===== src/hw/ecc_pkg.sv =====
package ecc_pkg;

    localparam int LANE_COUNT   = 2;
    localparam int DATA_WIDTH   = 76;
    localparam int PARITY_WIDTH = 8;
    localparam int ADDR_WIDTH   = 6;
    localparam int CNT_WIDTH    = 16;

    typedef logic [DATA_WIDTH-1:0]            lane_data_t;
    typedef logic [PARITY_WIDTH-1:0]          parity_t;
    typedef logic [LANE_COUNT*DATA_WIDTH-1:0] word_t;
    typedef logic [ADDR_WIDTH-1:0]            addr_t;
    typedef logic [CNT_WIDTH-1:0]             count_t;

    // one check-bit column per data bit.
    typedef logic [DATA_WIDTH-1:0][PARITY_WIDTH-1:0] col_table_t;

    // hamming positions skip the powers of two; the top bit makes every
    // column odd weight.
    function automatic col_table_t ecc_columns();
        col_table_t                tbl;
        logic [PARITY_WIDTH-2:0]   pos;
        int                        idx;
        int                        n;
        tbl = '0;
        idx = 0;
        for (n = 3; n < 2**(PARITY_WIDTH-1); n++) begin
            pos = (PARITY_WIDTH-1)'(n);
            if (idx < DATA_WIDTH && (pos & (pos - 1'b1)) != '0) begin
                tbl[idx] = {~^pos, pos};
                idx++;
            end
        end
        return tbl;
    endfunction

    localparam col_table_t ECC_COLS = ecc_columns();

    // check bits of one lane.
    function automatic parity_t ecc_parity(input lane_data_t d);
        parity_t p;
        int      i;
        p = '0;
        for (i = 0; i < DATA_WIDTH; i++) begin
            if (d[i]) begin
                p = p ^ ECC_COLS[i];
            end
        end
        return p;
    endfunction

endpackage


===== src/hw/ecc_req_ctrl.sv =====
`timescale 1ns/1ps

module ecc_req_ctrl (
    input  logic           clk,
    input  logic           reset,
    input  logic           req,
    input  logic           we,
    input  ecc_pkg::addr_t addr,
    input  ecc_pkg::word_t wdata,
    input  ecc_pkg::word_t inject,
    output logic           wr_en,
    output logic           rd_en,
    output ecc_pkg::addr_t lane_addr,
    output ecc_pkg::word_t lane_wdata,
    output ecc_pkg::word_t lane_inject,
    output logic           rd_valid_pipe,
    output ecc_pkg::addr_t rd_addr_pipe
);

    import ecc_pkg::*;

    logic  rd_valid_s1;
    addr_t rd_addr_s1;

    always_ff @(posedge clk) begin
        if (reset) begin
            wr_en         <= 1'b0;
            rd_en         <= 1'b0;
            rd_valid_s1   <= 1'b0;
            rd_valid_pipe <= 1'b0;
        end else begin
            wr_en         <= req & we;
            rd_en         <= req & ~we;
            rd_valid_s1   <= rd_en;
            rd_valid_pipe <= rd_valid_s1;
        end
    end

    // payload follows the strobes.
    always_ff @(posedge clk) begin
        lane_addr    <= addr;
        lane_wdata   <= wdata;
        lane_inject  <= inject;
        rd_addr_s1   <= lane_addr;
        rd_addr_pipe <= rd_addr_s1;
    end

    a_req_known: assert property (@(posedge clk) disable iff (reset)
        !$isunknown(req))
        else $error("ecc_req_ctrl: req unknown");

    a_req_fields_known: assert property (@(posedge clk) disable iff (reset)
        req |-> !$isunknown({we, addr}))
        else $error("ecc_req_ctrl: request fields unknown");

endmodule


===== config.mk =====
export PLATFORM = sky130hd
export DESIGN_NAME = ecc_req_ctrl
export DESIGN_NICKNAME = d
export VERILOG_FILES = /design/src/hw/ecc_pkg.sv /design/src/hw/ecc_req_ctrl.sv
export SDC_FILE = /design/constraint.sdc
export NUM_CORES = 1
export LEC_CHECK = 0
export ABC_CLOCK_PERIOD_IN_PS = 800
export BUFFER_PORTS_ARGS = -buffer_cell sky130_fd_sc_hd__buf_2
export CORE_AREA = 2 2 244 246
export CTS_BUF_LIST = sky130_fd_sc_hd__clkbuf_16
export DETAILED_ROUTE_END_ITERATION = 16
export DIE_AREA = 0 0 246 248
export GPL_TIMING_DRIVEN = 0
export PLACE_DENSITY_LB_ADDON = 0.12
export SETUP_SLACK_MARGIN = 0.02
export SLEW_MARGIN = 40
export SYNTH_ARGS = -nofsm -noshare
export SYNTH_HDL_FRONTEND = slang
export SYNTH_SLANG_ARGS = --single-unit

===== constraint.sdc =====
create_clock -name clk -period 0.8 [get_ports clk]
set_input_delay 0.04 -clock clk [delete_from_list [all_inputs] [get_ports clk]]
set_output_delay 0.04 -clock clk [all_outputs]
set_load 0.02 [all_outputs]

==> metrics.cfg, run 1 <==
[timing]
fin_crit_sh=1.34
grt_setup_unrepaired=yes
worst_pin_slew_ps=194
fin_crit_ps=1070
setup_viol=319
slew_viol_final=0
tns_ps=-69370
fmax_mhz=933
hold_viol=0
finalWorstSetupSlack_ps=-272
final.setup_skew_ps=5.69
slew_headroom=0.870

[power_and_ir_drop]
clock_power_share=0.428
swShare=0.239
p_leak_nw=7.88
p_int_w=0.0303
seqPwrFrac=0.445
power_density_nw_per_um2=2280
p_switching_w=0.00951
ir_drop_mv=1.49
p_comb_frac=0.127

[critical_path]
path_cells=buf_6
r2r_setup_slack_ps=180
cp.required_ps=760
critPathLaunchType=flop
crit_type=flop to output port
path_delay_family=flip-flops
worstPathMaxFanout=1
slowest_delay_ps=360
worst_ep_arrival_time_ps=1030
worst_path_max_delay_cell=dfxtp_4
crit_buf_inv=1
crit_path_end_kind=output port

[routing]
wl_um=29300
postRouteAntennaNets=0
vias=6192
firstDrtPassIters=4
drt_iter0_drc=104
post_drt_wl_per_cell_um=13.8
route.detailed.drc=0
avgViaCountPerCell=2.92

[run_status]
status=finished, violations left
violations=setup timing

[layout]
post-route-util=0.299
layout.nets=1631
drive_gt1_frac=0.747
fill_cells=5995
area_delta_synth_final_pct=166
layout_commonest_cell=buf_6
layout_common_cells=buf_6, dfxtp_2, dlygate4sd3_1, buf_2, clkbuf_16

[run]
cap_violations=0

[global_route]
grt_overflow_total=0
grtUsageMet3=0.0349
grt_pass1_wl_um=39900
antenna_found_initial=2
track_usage=0.0886
grtUsageMet2=0.165
grt-busiest-layer=met2
grt_use_met1=0.0851
grt_max_degree=13
grt_pass1_vias=6799

[floorplan]
row_count=89
start_util=0.112
die-height_um=248
die-area_um2=61000
io_pins=633
core_region_area_um2=58500
die_w_um=246

[clocking]
cts_htree_levels=2
cts_root_buf=clkbuf_16
clk_pin_slew_ps=60
cts_tree=done
numCtsBuffers=40
clock_path_buffers=3
cts_sinks=326
clock_latency_ps=540

[synthesis]
syn-num-nets=644
ys_ff_latch=326
avgSynthCellArea_um2=19.9
synth.distinct_cells=4
syn_inst=330
synth_area_um2=6560
seq_area_frac_synth=0.995
yosysWarnings=0

[placement]
place.gp.congestion=0.694
dp_hpwl_um=21500
port_buffers=632

[min_path]
hold_class=primary input to flop

stage by stage:
stage                     hold slack (ps)  worst slack (ps)  power (W)  area [um2]  instances
after floorplan                      67.7               134     0.0188        6560        330
after global placement                142               196     0.0206       10700       1735
after detailed placement              144               183     0.0206       10700       1735
after CTS                            73.5              -335     0.0407       17500       2122
after global routing                 88.5              -329     0.0417       17500       2123
final                                 126              -272     0.0398       17500       2123
layout make-up:
type	instances	area, um2	area share
Antenna cell	1	2.50	0.000143
Clock inverter	33	210	0.0120
Multi-Input combinational cell	4	35.0	0.00201
Clock buffer	41	1030	0.0588
Timing Repair Buffer	945	8290	0.475
Tap cell	773	967	0.0554
Sequential cell	326	6930	0.397
synth_stat cells:
master | count | area, um2
and2b_2 | 2 | 17.5
and3b_2 | 1 | 10.0
dfxtp_1 | 326 | 6530
nor3b_1 | 1 | 7.51
what timing repair did:
| item | in CTS | in global routing |
|---|---|---|
| hold endpoints to repair | 314 | 0 |
| pin swaps | 0 | 0 |
| setup buffers | 0 | 0 |
| gates resized for setup | 957 | 1 |
| hold buffers | 313 | 0 |
| setup endpoints to repair | 319 | 319 |
cell families after synthesis:
| family | count (synthesis) | synth area share |
|---|---|---|
| DFF | 326 | 0.995 |
| and+or+nand+nor | 4 | 0.00534 |
metal layers:
metal  wire length, um  vias to the layer above
met2             16000                      306
met1              9720                     2824
li1                  -                     3006
met3              2630                       56
met5                 0                        -
met4               957                        0
sequential cells by signal, summed over array words and instances, names as in the netlist:
register	count
lane_addr	6
lane_inject	152
lane_wdata	152
rd_addr_pipe	6
rd_addr_s1	6
rd_en	1
rd_valid_pipe	1
rd_valid_s1	1
wr_en	1
power groups by stage:
stage	Sequential [W]	Clock, W	Combinational (W)
after floorplan	0.0188	0	0.00000653
after global placement	0.0177	0	0.00288
after detailed placement	0.0177	0	0.00286
after CTS	0.0177	0.0179	0.00511
after global routing	0.0178	0.0186	0.00532
final	0.0177	0.0171	0.00504
path summary, 6_finish.rpt:
kind / endpoint / depth (start not counted) / from
setup reg to reg: rd_valid_s1 / 1 / rd_en
setup / recovery: lane_inject[71] / 1 / lane_inject[71]
hold reg to reg: rd_addr_pipe[3] / 0 / rd_addr_s1[3]
hold / removal: lane_inject[112] / 2 / inject[112]
Note: power is estimated with default switching activity, not from simulation.
==> run 2, diff against run 1 <==
==> constraint.sdc (replaced) <==
create_clock -name clk -period 0.8 [get_ports clk]
set_input_delay 0.04 -clock clk [delete_from_list [all_inputs] [get_ports clk]]
set_output_delay 0.04 -clock clk [all_outputs]
set_load 0.01 [all_outputs]
==> metrics.cfg, run 2 (synthesis results as in run 1) <==
[layout]
largestRegisters=lane_inject x152, lane_wdata x152
layout_common_cells=buf_2, dlygate4sd3_1, buf_6
layout_commonest_cell=buf_2
drive_gt1_frac=0.654
fin_cells=2123
area_delta_synth_final_pct=152
final_area_um2=16500
layout.nets=1631
fill_cells=6093

[timing]
hold_slack_ps=125
setup_viol=319
slew_headroom=0.870
grt_setup_unrepaired=yes
fin_crit_sh=1.31
final.setup_skew_ps=5.87
fin_crit_ps=1050
finalWorstSetupSlack_ps=-249
worst_pin_slew_ps=194
hold_viol=0
fmax_mhz=953
slew_viol_final=0

[global_route]
track_usage=0.0849
grt_max_degree=13
antenna_found_initial=2
grt_pass1_vias=6598
grt_overflow_total=0
grt_pass1_wl_um=38200

[floorplan]
start_util=0.112
die_w_um=246
die-height_um=248
core_region_area_um2=58500
io_pins=633
die-area_um2=61000
row_count=89

[run_status]
status=finished, violations left
violations=setup timing

[clocking]
clk_pin_slew_ps=60
clock_path_buffers=3
numCtsBuffers=40
cts_htree_levels=2
cts_root_buf=clkbuf_16
post_cts_buffers=0
clock_latency_ps=540
cts_tree=done
cts_sinks=326

[placement]
port_buffers=632
place.gp.congestion=0.694
place_area_um2=10700
pre_cts_slack_ps=183
dp_cells=1735
dp_hpwl_um=21500

[critical_path]
timing.rr.end=rd_valid_s1
rr_startpoint=rd_en
path_delay_family=flip-flops
critPathLaunchType=flop
slowest_delay_ps=360
worst_r2r_path_depth=1
crit_path_end_kind=output port
crit_buf_inv=1
crit_type=flop to output port
worstPathMaxFanout=1
worst_path_max_delay_cell=dfxtp_2
path_cells=buf_6
cp.required_ps=760
r2r_setup_slack_ps=180
worst_ep_arrival_time_ps=1010

[power_and_ir_drop]
power_density_nw_per_um2=2340
seqPwrFrac=0.455
clock_power_share=0.442
p_switching_w=0.00875
p_leak_nw=7.62
ir_drop_mv=1.70
p_int_w=0.0298
swShare=0.227
p_comb_frac=0.103
finalPower_w=0.0386

[routing]
vias=6179
route.detailed.drc=0
avgViaCountPerCell=2.91
wl_um=28700
postRouteAntennaNets=0
post_drt_wl_per_cell_um=13.5
drt_iter0_drc=76
firstDrtPassIters=4

[min_path]
hold_class=primary input to flop
hp-start=inject[112]
holdPathStages=2
hold_end=lane_inject[112]

[run]
cap_violations=0

[run 2: cell counts in the layout (fill, tap and decap cells not counted)]
Identical to the previous run, type by type.
[run 2: worst max path at each step]
stage / startpoint / to / slack, ps / cells past startpoint
3_3_place_gp: rd_en / rd_valid_s1 / 200 / 1
6_report: lane_wdata[36] / lane_wdata[36] / -250 / 1
2_1_floorplan: rd_en / rd_valid_s1 / 190 / 1
4_1_cts: lane_wdata[81] / lane_wdata[81] / -320 / 1
3_5_place_dp: rd_en / rd_valid_s1 / 180 / 1
5_1_grt: lane_wdata[36] / lane_wdata[36] / -320 / 1
[run 2: repair_timing]
item                                    in CTS  in global routing
endpoints found under the setup margin     319                319
hold buffers                               313                  0
gates resized for setup                    285                152
hold endpoints to repair                   314                  0
[run 2: power groups by stage]
stage          clock network [W]   logic (W)  registers, W
6_report                  0.0170     0.00398        0.0176
5_1_grt                   0.0186     0.00425        0.0176
4_1_cts                   0.0179     0.00385        0.0175
3_5_place_dp                   0     0.00222        0.0177
3_3_place_gp                   0     0.00224        0.0177
2_1_floorplan                  0  0.00000653        0.0181
[run 2: final cells by class]
type                    count  area, um2  area share
clock inverters            33        210      0.0127
clock buffers              41       1030      0.0621
flip-flops and latches    326       6770       0.410
multi-input cells           4       35.0     0.00212
repair buffers            945       7510       0.455
well taps                 773        967      0.0586
diodes                      1       2.50    0.000151
[run 2: metrics by stage]
| step | TNS (ps) | utilization |
|---|---|---|
| after floorplan | 0 | - |
| after global placement | 0 | 0.183 |
| after detailed placement | 0 | 0.183 |
| after CTS | -83500 | 0.273 |
| after global routing | -84930 | 0.283 |
| final | -65870 | 0.283 |
[run 2: layer usage]
metal | vias to the layer above | GRT usage | share of wire
met5 | - | 0 | 0
met4 | 0 | 0.0389 | 0.031
met3 | 57 | 0.0346 | 0.095
met2 | 297 | 0.157 | 0.54
met1 | 2815 | 0.0821 | 0.33
li1 | 3010 | - | -
