**src/hw/ecc_pkg.sv**
```systemverilog
package ecc_pkg;

    localparam int LANE_COUNT   = 2;
    localparam int DATA_WIDTH   = 76;
    localparam int PARITY_WIDTH = 8;
    localparam int ADDR_WIDTH   = 6;
    localparam int CNT_WIDTH    = 16;

    typedef logic [DATA_WIDTH-1:0]            lane_data_t;
    typedef logic [PARITY_WIDTH-1:0]          parity_t;
    typedef logic [LANE_COUNT*DATA_WIDTH-1:0] word_t;
    typedef logic [ADDR_WIDTH-1:0]            addr_t;
    typedef logic [CNT_WIDTH-1:0]             count_t;

    // one check-bit column per data bit.
    typedef logic [DATA_WIDTH-1:0][PARITY_WIDTH-1:0] col_table_t;

    // hamming positions skip the powers of two; the top bit makes every
    // column odd weight.
    function automatic col_table_t ecc_columns();
        col_table_t                tbl;
        logic [PARITY_WIDTH-2:0]   pos;
        int                        idx;
        int                        n;
        tbl = '0;
        idx = 0;
        for (n = 3; n < 2**(PARITY_WIDTH-1); n++) begin
            pos = (PARITY_WIDTH-1)'(n);
            if (idx < DATA_WIDTH && (pos & (pos - 1'b1)) != '0) begin
                tbl[idx] = {~^pos, pos};
                idx++;
            end
        end
        return tbl;
    endfunction

    localparam col_table_t ECC_COLS = ecc_columns();

    // check bits of one lane.
    function automatic parity_t ecc_parity(input lane_data_t d);
        parity_t p;
        int      i;
        p = '0;
        for (i = 0; i < DATA_WIDTH; i++) begin
            if (d[i]) begin
                p = p ^ ECC_COLS[i];
            end
        end
        return p;
    endfunction

endpackage

```
**src/hw/ecc_err_collect.sv**
```systemverilog
`timescale 1ns/1ps

module ecc_err_collect (
    input  logic                            clk,
    input  logic                            reset,
    input  logic                            clear,
    input  logic                            rd_valid_pipe,
    input  ecc_pkg::addr_t                  rd_addr_pipe,
    input  ecc_pkg::word_t                  lane_rdata,
    input  logic [ecc_pkg::LANE_COUNT-1:0]  lane_sbit,
    input  logic [ecc_pkg::LANE_COUNT-1:0]  lane_dbit,
    output logic                            rd_valid,
    output ecc_pkg::word_t                  rdata,
    output logic                            sbit_err,
    output logic                            dbit_err,
    output ecc_pkg::count_t                 corr_count,
    output ecc_pkg::count_t                 uncorr_count,
    output ecc_pkg::addr_t                  err_addr
);

    import ecc_pkg::*;

    logic dbit_any;
    logic sbit_any;

    // a double error anywhere masks the single flag.
    assign dbit_any = |lane_dbit;
    assign sbit_any = (|lane_sbit) & ~dbit_any;

    always_ff @(posedge clk) begin
        if (reset) begin
            rd_valid     <= 1'b0;
            sbit_err     <= 1'b0;
            dbit_err     <= 1'b0;
            corr_count   <= '0;
            uncorr_count <= '0;
            err_addr     <= '0;
        end else begin
            rd_valid <= rd_valid_pipe;
            sbit_err <= rd_valid_pipe & sbit_any;
            dbit_err <= rd_valid_pipe & dbit_any;
            // clear wins over a same-cycle error.
            if (clear) begin
                corr_count   <= '0;
                uncorr_count <= '0;
            end else begin
                if (rd_valid_pipe && sbit_any && corr_count != {CNT_WIDTH{1'b1}}) begin
                    corr_count <= corr_count + 1'b1;
                end
                if (rd_valid_pipe && dbit_any && uncorr_count != {CNT_WIDTH{1'b1}}) begin
                    uncorr_count <= uncorr_count + 1'b1;
                end
            end
            if (rd_valid_pipe && (sbit_any || dbit_any)) begin
                err_addr <= rd_addr_pipe;
            end
        end
    end

    always_ff @(posedge clk) begin
        if (rd_valid_pipe) begin
            rdata <= lane_rdata;
        end
    end

    a_valid_has_source: assert property (@(posedge clk) disable iff (reset)
        rd_valid |-> $past(rd_valid_pipe))
        else $error("ecc_err_collect: rd_valid without pipe valid");

endmodule

```
**config.mk**
```make
export PLATFORM = sky130hd
export DESIGN_NAME = ecc_err_collect
export DESIGN_NICKNAME = d
export VERILOG_FILES = /design/src/hw/ecc_pkg.sv /design/src/hw/ecc_err_collect.sv
export SDC_FILE = /design/constraint.sdc
export NUM_CORES = 1
export LEC_CHECK = 0
export BUFFER_PORTS_ARGS = -buffer_cell sky130_fd_sc_hd__buf_2
export CORE_MARGIN = 3
export CORE_UTILIZATION = 33
export CTS_CLUSTER_SIZE = 10
export DETAILED_ROUTE_END_ITERATION = 7
export SETUP_SLACK_MARGIN = 0.15
export SYNTH_ARGS = -nofsm -noshare
export SYNTH_HDL_FRONTEND = slang
export SYNTH_SLANG_ARGS = --single-unit
```
**constraint.sdc**
```tcl
create_clock -name clk -period 3.2 [get_ports clk]
set_clock_uncertainty 0.15 [all_clocks]
set_input_delay 0.48 -clock clk [delete_from_list [all_inputs] [get_ports clk]]
set_output_delay 0.48 -clock clk [all_outputs]
set_load 0.01 [all_outputs]
```
==> summary.txt, run 1 <==
CTS
  • CTS HTree Levels: 4
  • Worst skew pair latency: 430 ps
  • CTS tree: built
  • Post-CTS Setup Repair Bufs: 0
  • Num CTS Buffers: 17
  • Post-cts resize count: 0
  • Clock Sinks: 193
  • CTS hold repair buffers: 0
  • Root Buffer: clkbuf_16
  • Max Root-Sink Buffers: 2
  • CTS clk-pin slew, worst paths: roughly 80 ps

Synthesis
  • Post-Synth XOR/XNOR Area: 0%
  • Syn Std Cell Area: between 0.006 and 0.007 sq mm
  • Adder-cell share of the synthesized area: less than 1%
  • Top_reg_cell synth: edfxtp_1
  • Largest family of logic cells by synthesized area: simple AND/OR/NAND/NOR gates
  • Synth Area in Simple Gates: 10.33%
  • Cells taking the most area after synthesis: edfxtp_1 69%, dfxtp_1 12%, mux2i_1 1.7%, a21oi_1 1.4%, nand4_1 1.3%
  • Asr flop ratio synth: 0%
  • Yosys reg bits: between 150 and 200
  • Syn avg cell area: 17.28 sq um
  • Syn Inst Count: ~380
  • Post-synth cell types: 47
  • Synthesized Nets: 552
  • Post-synthesis compound-gate area fraction: 5.638%
  • Post-synth EDFFs: 152
  • Proportion of synthesized area in mux cells: 1.659%
  • Leading area contributor after synthesis: edfxtp_1
  • Most frequent cells after synthesis: 152 x edfxtp_1, 41 x dfxtp_1, 18 x a21oi_1, 18 x nor2_1, 16 x nand2_1
  • Post-synthesis sequential area ratio: around four fifths
  • YS warnings: 0
  • Most frequent cell after synthesis: edfxtp_1
  • Yosys top cell area share: 68.79%

Critical path
  • R2R Setup Slk: 1140 ps
  • CP cell instances: ha_1 > nand3_1 > nor4_1 > a31oi_1 > a41o_1
  • Worst setup SP type: register
  • Arr. time, crit path: ~2200 ps
  • Reg2Reg Depth: 5
  • Critical path data required time: 3380 ps
  • Worst path max stage delay: between 400 and 500 ps
  • Crit-path leading delay family: simple AND/OR/NAND/NOR gates
  • FF-to-FF End: corr_count[10]
  • CP Depth: 5
  • CP max FO: 7
  • Crit. End Element: register
  • CP max-delay cell: nor4_1
  • WP buf/inv: 0
  • Worst R2R Start: corr_count[1]
  • CP Class: reg -> reg

Timing
  • Hold_ws: 74.14 ps
  • Final WS setup: 1144 ps
  • Slew Viols, Final: 0
  • Worst Tran Pin Value: 831.2 ps
  • RSZ-0062 raised after global routing: no
  • Worst slew margin: 44.59%
  • Final setup fails: 0
  • Crit path time final: 2056 ps
  • Period utilization: approximately 64%
  • Final Hold Viols: 0
  • FMAX: 0.4864 GHz
  • TNS Setup: 0 ps

Placed design
  • Placer's final routability congestion estimate: 0.8090
  • Dpl ws: 1138 ps
  • Final HPWL DP: ~15000 microns
  • Port bufs: 358

Routing
  • Post-route antenna net violation count: 0
  • DR DRC count: 0
  • Via density per instance: 4.668
  • Final WL: 19890 microns
  • Initial drt markers: between 200 and 300
  • Avg WL per Cell: 19.18 microns
  • Vias: between 4000 and 5000
  • DRT Pass-1 Iters: 4

Global routing
  • Remaining global-route overflow: 0
  • Gr usage total: 17.36%
  • First-pass GRT wire length: about 28000 microns
  • Vias in the first global route: roughly 4500
  • Antenna violations before repair: 6
  • Largest net degree at the start of global routing: 154

Run
  • Number of max-cap violations: 0

Floorplan
  • Num rows: 51
  • Die area: 0.02184 sq mm
  • Core box area: about 0.020 sq mm
  • Die Wd: approximately 150 microns
  • I/O pins: 359
  • Starting Density: 33.87%
  • Die Y: ~150 microns

Pwr
  • Leakage: 3.978 nW
  • Pwr/cell area: 586.4 mW/mm^2
  • Power Total: 0.005487 W
  • Maximum VDD drop: 0.3015 mV

Layout
  • Area grow syn2layout: 41.01%
  • Share of post-route cells with drive strength above 1: 52.34%
  • Post-layout util: 47.76%
  • Post-layout nets: 923

Min path
  • HP Start: lane_rdata[27]
  • Hold path depth: 1
  • Hold Crit Class: in -> reg
  • Worst Hold Path EP: rdata[27]

Outcome
  • Status: complete, no violations
## sequential cells by signal, summed over array words and instances, names as in the netlist
signal	flops
err_addr	6
dbit_err	1
uncorr_count	16
rd_valid	1
rdata	152
corr_count	16
sbit_err	1
## worst register-to-register path: cells and delay by family (launching register included)
family | cells | cell delay, ps
AO/OA/AOI/OAI | 2 | 360
AND/OR/NAND/NOR | 2 | 730
flip-flops | 1 | 450
adder cells (fa/ha/maj) | 1 | 270
## logic make-up (layout without fill, tap and decap cells)
group           Yosys count  after routing
simple gates            111            111
fa+ha+maj                 2              2
compound gates           56             56
other cells               0              4
flops                   193            193
mux                      11             11
buf+inv                  11            395
## power breakdown
part / switching, W / leakage (nW) / internal (W)
combinational: 0.000270 / 1.87 / 0.000191
clock: 0.00105 / 0.285 / 0.00106
sequential: 0.0000369 / 1.82 / 0.00288
total: 0.00136 / 3.98 / 0.00413
## cell type report
cell class	count	area, sq um
timing repair buffer	362	1841
clock inverter	14	161.4
inverter	1	3.754
antenna	4	10.01
tap	265	331.6
sequential	193	5385
multi-input combinational	180	1195
clock buffer	18	429.2
fill	1804	10230
## worst max path at each step
stage | startpoint | endpoint | slack (ps)
after floorplan | corr_count[0] | corr_count[2] | 1320
final | corr_count[1] | corr_count[10] | 1140
after CTS | corr_count[0] | corr_count[10] | 1180
after detailed placement | lane_dbit[1] | uncorr_count[10] | 1140
after global routing | corr_count[0] | corr_count[10] | 950
after global placement | lane_dbit[1] | err_addr[1] | 1160
## routing by layer
metal  vias to the layer above  part of all wire (%)  track usage, %
li1                       2292                     -               -
met1                      2295                    38           20.61
met2                       229                    51           29.25
met3                        21                   9.8           6.468
met4                         4                   1.6           5.825
met5                         -                  0.14               0
## through the flow
stage	std cells	cell area (sq um)
3_5_place_dp	1001	8756
2_1_floorplan	384	6635
6_report	1037	9356
3_3_place_gp	1001	8756
5_1_grt	1035	9351
4_1_cts	1033	9346
## cell usage in the layout, fill, tap and decap left out, types with 2 or more instances in the layout
cell type / n
buf_2: 357
edfxtp_1: 152
dfxtp_1: 41
a21oi_1: 18
nor2_1: 18
clkbuf_16: 17
nand2_1: 16
nand4_1: 14
mux2i_1: 11
nand3_1: 10
or3_1: 9
or4_1: 9
o31ai_1: 8
o21ai_0: 6
nor3_1: 6
a31oi_1: 6
nor4_1: 5
diode_2: 4
o41ai_1: 4
and3_1: 4
a41o_1: 4
inv_8: 4
inv_6: 4
o21a_1: 3
and4_1: 3
clkinv_8: 3
buf_4: 3
or2_2: 2
nand4_4: 2
nand4b_1: 2
ha_1: 2
No activity file was read; power rests on OpenSTA's default activity.
==> run 2: changes to the inputs <==
==> constraint.sdc (replaced) <==
create_clock -name clk -period 2.1 [get_ports clk]
set_clock_uncertainty 0.15 [all_clocks]
set_input_delay 0.315 -clock clk [delete_from_list [all_inputs] [get_ports clk]]
set_output_delay 0.315 -clock clk [all_outputs]
set_load 0.01 [all_outputs]
==> summary.txt, run 2 (same netlist as run 1, synthesis figures left out) <==
CTS
  • CTS tree: built
  • CTS HTree Levels: 4 (unchanged)
  • Worst skew pair latency: 420 ps (about the same)
  • Max Root-Sink Buffers: 2 (unchanged)
  • CTS clk-pin slew, worst paths: 80 ps (about the same)
  • Clock Sinks: 193 (unchanged)
  • Root Buffer: clkbuf_16
  • Num CTS Buffers: 17 (unchanged)

Layout
  • Top Registers: rdata: 152 flops, corr_count: 16 flops, uncorr_count: 16 flops
  • Area grow syn2layout: 66.94%
  • Most flops, register: rdata
  • Fillers: 1558 (-14%)
  • Max reg flops: 152 (unchanged)
  • Commonest non-fill, non-tap cell in the layout: buf_2
  • Most frequent cells in the layout: 357 x buf_2, 158 x dlygate4sd3_1, 152 x edfxtp_1
  • Share of post-route cells with drive strength above 1: 45.39% (-7.0 points)
  • Post-layout nets: 1098 (+19%)

Min path
  • Hold Crit Class: in -> reg

Timing
  • Final Hold Viols: 0 (unchanged)
  • TNS Setup: 0 ps (unchanged)
  • Final setup fails: 0 (unchanged)
  • Crit path time final: 1872 ps (-183.6 ps)
  • Period utilization: 89.16% (+25 points)
  • Worst slew margin: 44.04% (-0.54 points)
  • RSZ-0062 raised after global routing: yes
  • FMAX: 0.5341 GHz (+9.8%)
  • Slew Viols, Final: 0 (unchanged)
  • Worst Tran Pin Value: 839.4 ps (+8.149 ps)

Critical path
  • Crit. End Element: register
  • Worst setup SP type: register
  • CP max-delay cell: or4_4
  • CP cell instances: nand4_1 > or4_4 > a31oi_1 > a41o_1
  • WP buf/inv: 0 (unchanged)
  • CP Class: reg -> reg
  • Crit-path leading delay family: simple AND/OR/NAND/NOR gates
  • Critical path data required time: 2320 ps (-1060 ps)
  • Worst path max stage delay: 650 ps (+160 ps)
  • Arr. time, crit path: 2100 ps (-140 ps)
  • CP max FO: 7 (unchanged)

Pwr
  • Maximum VDD drop: 0.4799 mV (+59%)
  • Pwr/cell area: 778.7 mW/mm^2 (+33%)
  • Power Total: 0.008626 W (+57%)
  • Leakage: 4.724 nW (+19%)

Routing
  • Avg WL per Cell: 18.51 microns (-3.5%)
  • Final WL: 22380 microns (+13%)
  • Vias: 5509 (+14%)
  • Initial drt markers: 234 (-13%)
  • DR DRC count: 0 (unchanged)
  • DRT Pass-1 Iters: 4 (unchanged)
  • Post-route antenna net violation count: 0 (unchanged)
  • Via density per instance: 4.557 (-2.4%)

Floorplan
  • Die area: 0.02184 sq mm (unchanged)
  • Core box area: 0.01959 sq mm (unchanged)
  • I/O pins: 359 (unchanged)
  • Die Y: 147.8 microns (unchanged)
  • Num rows: 51 (unchanged)
  • Starting Density: 33.87% (unchanged)
  • Die Wd: 147.8 microns (unchanged)

Global routing
  • First-pass GRT wire length: 33000 microns (+16%)
  • Antenna violations before repair: 1 (-5)
  • Remaining global-route overflow: 0 (unchanged)
  • Gr usage total: 19.85% (+2.5 points)
  • Vias in the first global route: 5634 (+25%)
  • Largest net degree at the start of global routing: 154 (unchanged)

Placed design
  • Placer's final routability congestion estimate: 0.8523 (+5.4%)
  • Port bufs: 358 (unchanged)
  • Final HPWL DP: 15140 microns (+1.3%)

Outcome
  • Status: complete, no violations

Run
  • Number of max-cap violations: 0 (unchanged)
[run 2: cell count changes in the layout (fill, tap and decap cells not counted), moves of 3 or more]
cell,previous run,this run
buf_4,3,20
dfxtp_1,41,36
dfxtp_2,0,5
diode_2,4,1
dlygate4sd3_1,0,158
[run 2: path summary, 6_finish.rpt]
kind,from,endpoint,slack [ps],depth (start not counted)
worst min-delay path,clear,corr_count[14],100,3
worst max-delay path,corr_count[12],corr_count[2],230,4
worst min register to register,err_addr[2],err_addr[2],340,2
worst max register to register,corr_count[12],corr_count[2],230,4
[run 2: worst min-delay path: cells and delay by family]
kind                   cells  cell delay, ps
buffers and inverters      1             150
muxes                      1              50
and+or+nand+nor            1             120
[run 2: where the power goes]
group / internal (W) / switching [W] / leakage, nW
logic: 0.000489 / 0.000480 / 2.62
registers: 0.00439 / 0.0000623 / 1.82
clock network: 0.00161 / 0.00159 / 0.284
[run 2: area by class of cell]
cell class,instances,area [sq um],share of cell area [%]
Antenna cell,1,2.502,0.02259
Clock inverter,14,156.4,1.412
Sequential cell,193,5391,48.67
Tap cell,265,331.6,2.993
Inverter,1,3.754,0.03389
Timing Repair Buffer,537,3550,32.05
Clock buffer,18,429.2,3.874
Multi-Input combinational cell,180,1212,10.95
[run 2: what timing repair did]
| item | in CTS | in global routing |
|---|---|---|
| gates resized for setup | 1 | 8 |
| hold buffers | 158 | 0 |
| endpoints found under the setup margin | 2 | 18 |
| pin swaps | 0 | 1 |
| setup buffers | 0 | 2 |
| cloned | 0 | 0 |
| hold endpoints to repair | 158 | 0 |
[run 2: metal layers]
metal  wire length [microns]  track usage (%)  vias up
met5                       0                0        -
met4                     768            7.875        0
met3                    1708            5.610       41
met2                   11260            34.46      250
met1                    8643            23.34     2580
li1                        -                -     2638
[run 2: per-stage QoR]
stage / hold WS, ps / utilization, % / area [sq um] / cells / worst slack (ps)
after floorplan: 263.9 / - / 6635 / 384 / 220.9
after global placement: 322.5 / 45.27 / 8869 / 1016 / 207.6
after detailed placement: 333.7 / 45.27 / 8869 / 1016 / 174.3
after CTS: 82.01 / 56.35 / 11040 / 1206 / 191.5
after global routing: 104.9 / 56.54 / 11080 / 1209 / 117.6
final: 100.8 / 56.54 / 11080 / 1209 / 227.6
==> run 3: changes to the inputs <==
--- a/config.mk
+++ b/config.mk
@@ -8,9 +8,11 @@
 export BUFFER_PORTS_ARGS = -buffer_cell sky130_fd_sc_hd__buf_2
 export CORE_MARGIN = 3
 export CORE_UTILIZATION = 33
+export CTS_BUF_LIST = sky130_fd_sc_hd__clkbuf_16
 export CTS_CLUSTER_SIZE = 10
 export DETAILED_ROUTE_END_ITERATION = 7
 export SETUP_SLACK_MARGIN = 0.15
 export SYNTH_ARGS = -nofsm -noshare
 export SYNTH_HDL_FRONTEND = slang
 export SYNTH_SLANG_ARGS = --single-unit
+export TNS_END_PERCENT = 100
==> summary.txt, run 3 (same netlist as run 1, synthesis figures left out) <==
CTS
  • Clock Sinks: 193 (unchanged)
  • CTS HTree Levels: 4 (unchanged)
  • Max Root-Sink Buffers: 2 (unchanged)
  • Root Buffer: clkbuf_16
  • CTS clk-pin slew, worst paths: 80 ps (about the same)
  • CTS tree: built
  • Num CTS Buffers: 17 (unchanged)
  • Worst skew pair latency: 430 ps (about the same)

Placed design
  • Cell Area, Placed: 0.008869 sq mm (unchanged)
  • Placer's final routability congestion estimate: 0.8523 (unchanged)
  • Port bufs: 358 (unchanged)
  • Final HPWL DP: 15140 microns (unchanged)

Critical path
  • CP Class: reg -> reg
  • Worst setup SP type: register
  • FF-to-FF End: corr_count[2]
  • Crit. End Element: register
  • Worst R2R Start: corr_count[12]
  • Arr. time, crit path: 2110 ps (about the same)
  • Critical path data required time: 2320 ps (about the same)
  • Reg2Reg Depth: 4 (unchanged)
  • R2R Setup Slk: 220 ps (about the same)
  • CP max FO: 7 (unchanged)

Min path
  • Hold Crit Class: in -> reg
  • Worst Hold Path EP: corr_count[14]
  • HP Start: clear
  • Hold path depth: 3 (unchanged)

Pwr
  • Power Total: 0.008617 W (-0.10%)
  • Maximum VDD drop: 0.4799 mV (about the same)
  • Pwr/cell area: 777.9 mW/mm^2 (-0.10%)
  • Leakage: 4.728 nW (about the same)
  • Clock Power Share: 37.1% (about the same)
  • Comb power frac: 11.2% (about the same)
  • Power Internal: 0.006489 W (about the same)
  • Sw power: 0.002128 W (-0.18%)
  • Sequential power share: 51.7% (about the same)
  • Sw frac: 24.69% (about the same)

Timing
  • RSZ-0062 raised after global routing: yes
  • Period utilization: 89.67% (+0.51 points)
  • Worst Tran Pin Value: 838.2 ps (-1.112 ps)
  • Final setup fails: 0 (unchanged)
  • Final Hold Viols: 0 (unchanged)
  • Crit path time final: 1883 ps (+10.68 ps)
  • TNS Setup: 0 ps (unchanged)
  • Worst slew margin: 44.12% (+0.074 points)
  • FMAX: 0.5311 GHz (-0.57%)
  • Slew Viols, Final: 0 (unchanged)

Layout
  • Area occupied by multi-input gates: 0.001212 sq mm (unchanged)
  • Register area: 0.005391 sq mm (unchanged)
  • Most flops, register: rdata
  • Area grow syn2layout: 66.94% (unchanged)
  • Post-layout nets: 1098 (unchanged)
  • Most frequent cells in the layout: 357 x buf_2, 158 x dlygate4sd3_1, 152 x edfxtp_1
  • Share of post-route cells with drive strength above 1: 45.39% (unchanged)
  • Commonest non-fill, non-tap cell in the layout: buf_2
  • Top Registers: rdata: 152 flops, corr_count: 16 flops, uncorr_count: 16 flops
  • Max reg flops: 152 (unchanged)
  • Fillers: 1558 (unchanged)
  • Final instance area: 0.01108 sq mm (unchanged)

Global routing
  • Antenna violations before repair: 1 (unchanged)
  • Gr usage total: 19.85% (unchanged)
  • Vias in the first global route: 5634 (unchanged)
  • Remaining global-route overflow: 0 (unchanged)
  • First-pass GRT wire length: 33000 microns (unchanged)
  • Largest net degree at the start of global routing: 154 (unchanged)

Floorplan
  • Die Y: 147.8 microns (unchanged)
  • Core box area: 0.01959 sq mm (unchanged)
  • Die area: 0.02184 sq mm (unchanged)
  • Starting Density: 33.87% (unchanged)
  • Die Wd: 147.8 microns (unchanged)
  • I/O pins: 359 (unchanged)
  • Num rows: 51 (unchanged)

Routing
  • Avg WL per Cell: 18.50 microns (about the same)
  • DR DRC count: 0 (unchanged)
  • Vias: 5513 (+0.073%)
  • DRT Pass-1 Iters: 4 (unchanged)
  • Post-route antenna net violation count: 0 (unchanged)
  • Final WL: 22370 microns (about the same)
  • Via density per instance: 4.560 (about the same)
  • Initial drt markers: 205 (-12%)

Outcome
  • Status: complete, no violations

Run
  • Number of max-cap violations: 0 (unchanged)
-- run 3: cell count changes in the layout (fill, tap and decap cells not counted), sizes merged --
cell	delta
clkbuf	-1
inv	+1
-- run 3: power groups by stage --
stage | clock network (W) | registers [W] | logic [W]
2_1_floorplan | 0 | 0.00469 | 0.0000526
3_3_place_gp | 0 | 0.00453 | 0.000714
3_5_place_dp | 0 | 0.00454 | 0.000722
4_1_cts | 0.00331 | 0.00445 | 0.000970
5_1_grt | 0.00344 | 0.00448 | 0.00102
6_report | 0.00319 | 0.00445 | 0.000969
-- run 3: final cells by class --
cell class | instances | area share [%]
flip-flops and latches | 193 | 48.67
repair buffers | 537 | 32.05
multi-input cells | 180 | 10.95
clock buffers | 17 | 3.840
well taps | 265 | 2.993
clock inverters | 15 | 1.446
inverters | 1 | 0.03389
diodes | 1 | 0.02259
-- run 3: worst max-delay path by stage --
| stage | slack (ps) | end | start |
|---|---|---|---|
| finish | 220 | corr_count[2] | corr_count[12] |
| detailed placement | 170 | uncorr_count[13] | uncorr_count[0] |
| global route | 120 | corr_count[2] | corr_count[12] |
| CTS | 190 | corr_count[9] | corr_count[4] |
| floorplan | 220 | corr_count[2] | corr_count[0] |
| global placement | 210 | uncorr_count[15] | uncorr_count[0] |
-- run 3: timing repair --
action	CTS	global route
gates cloned	0	0
hold buffers	158	0
endpoints found under the setup margin	2	18
gates resized for setup	1	8
buffers inserted	0	2
pin swaps	0	1
hold endpoints to repair	158	0
-- run 3: metal layers --
metal / track usage [%] / part of all wire [%] / vias to the layer above
li1: - / - / 2638
met1: 23.34 / 39 / 2576
met2: 34.46 / 50 / 256
met3: 5.610 / 7.6 / 43
met4: 7.875 / 3.5 / 0
met5: 0 / 0 / -
-- run 3: metrics by stage --
stage	instances	setup WS (ps)	hold WS (ps)	utilization [%]
6_report	1209	217.0	100.6	56.54
5_1_grt	1209	117.6	104.9	56.54
4_1_cts	1206	191.5	82.01	56.35
3_5_place_dp	1016	174.3	333.7	45.27
3_3_place_gp	1016	207.6	322.5	45.27
2_1_floorplan	384	220.9	263.9	-
-- run 3: worst max-delay path: stages (launching register included) --
cell,delay [ps]
dfxtp_1,430
nand4_1,300
or4_4,650
a31oi_1,190
a41o_1,110
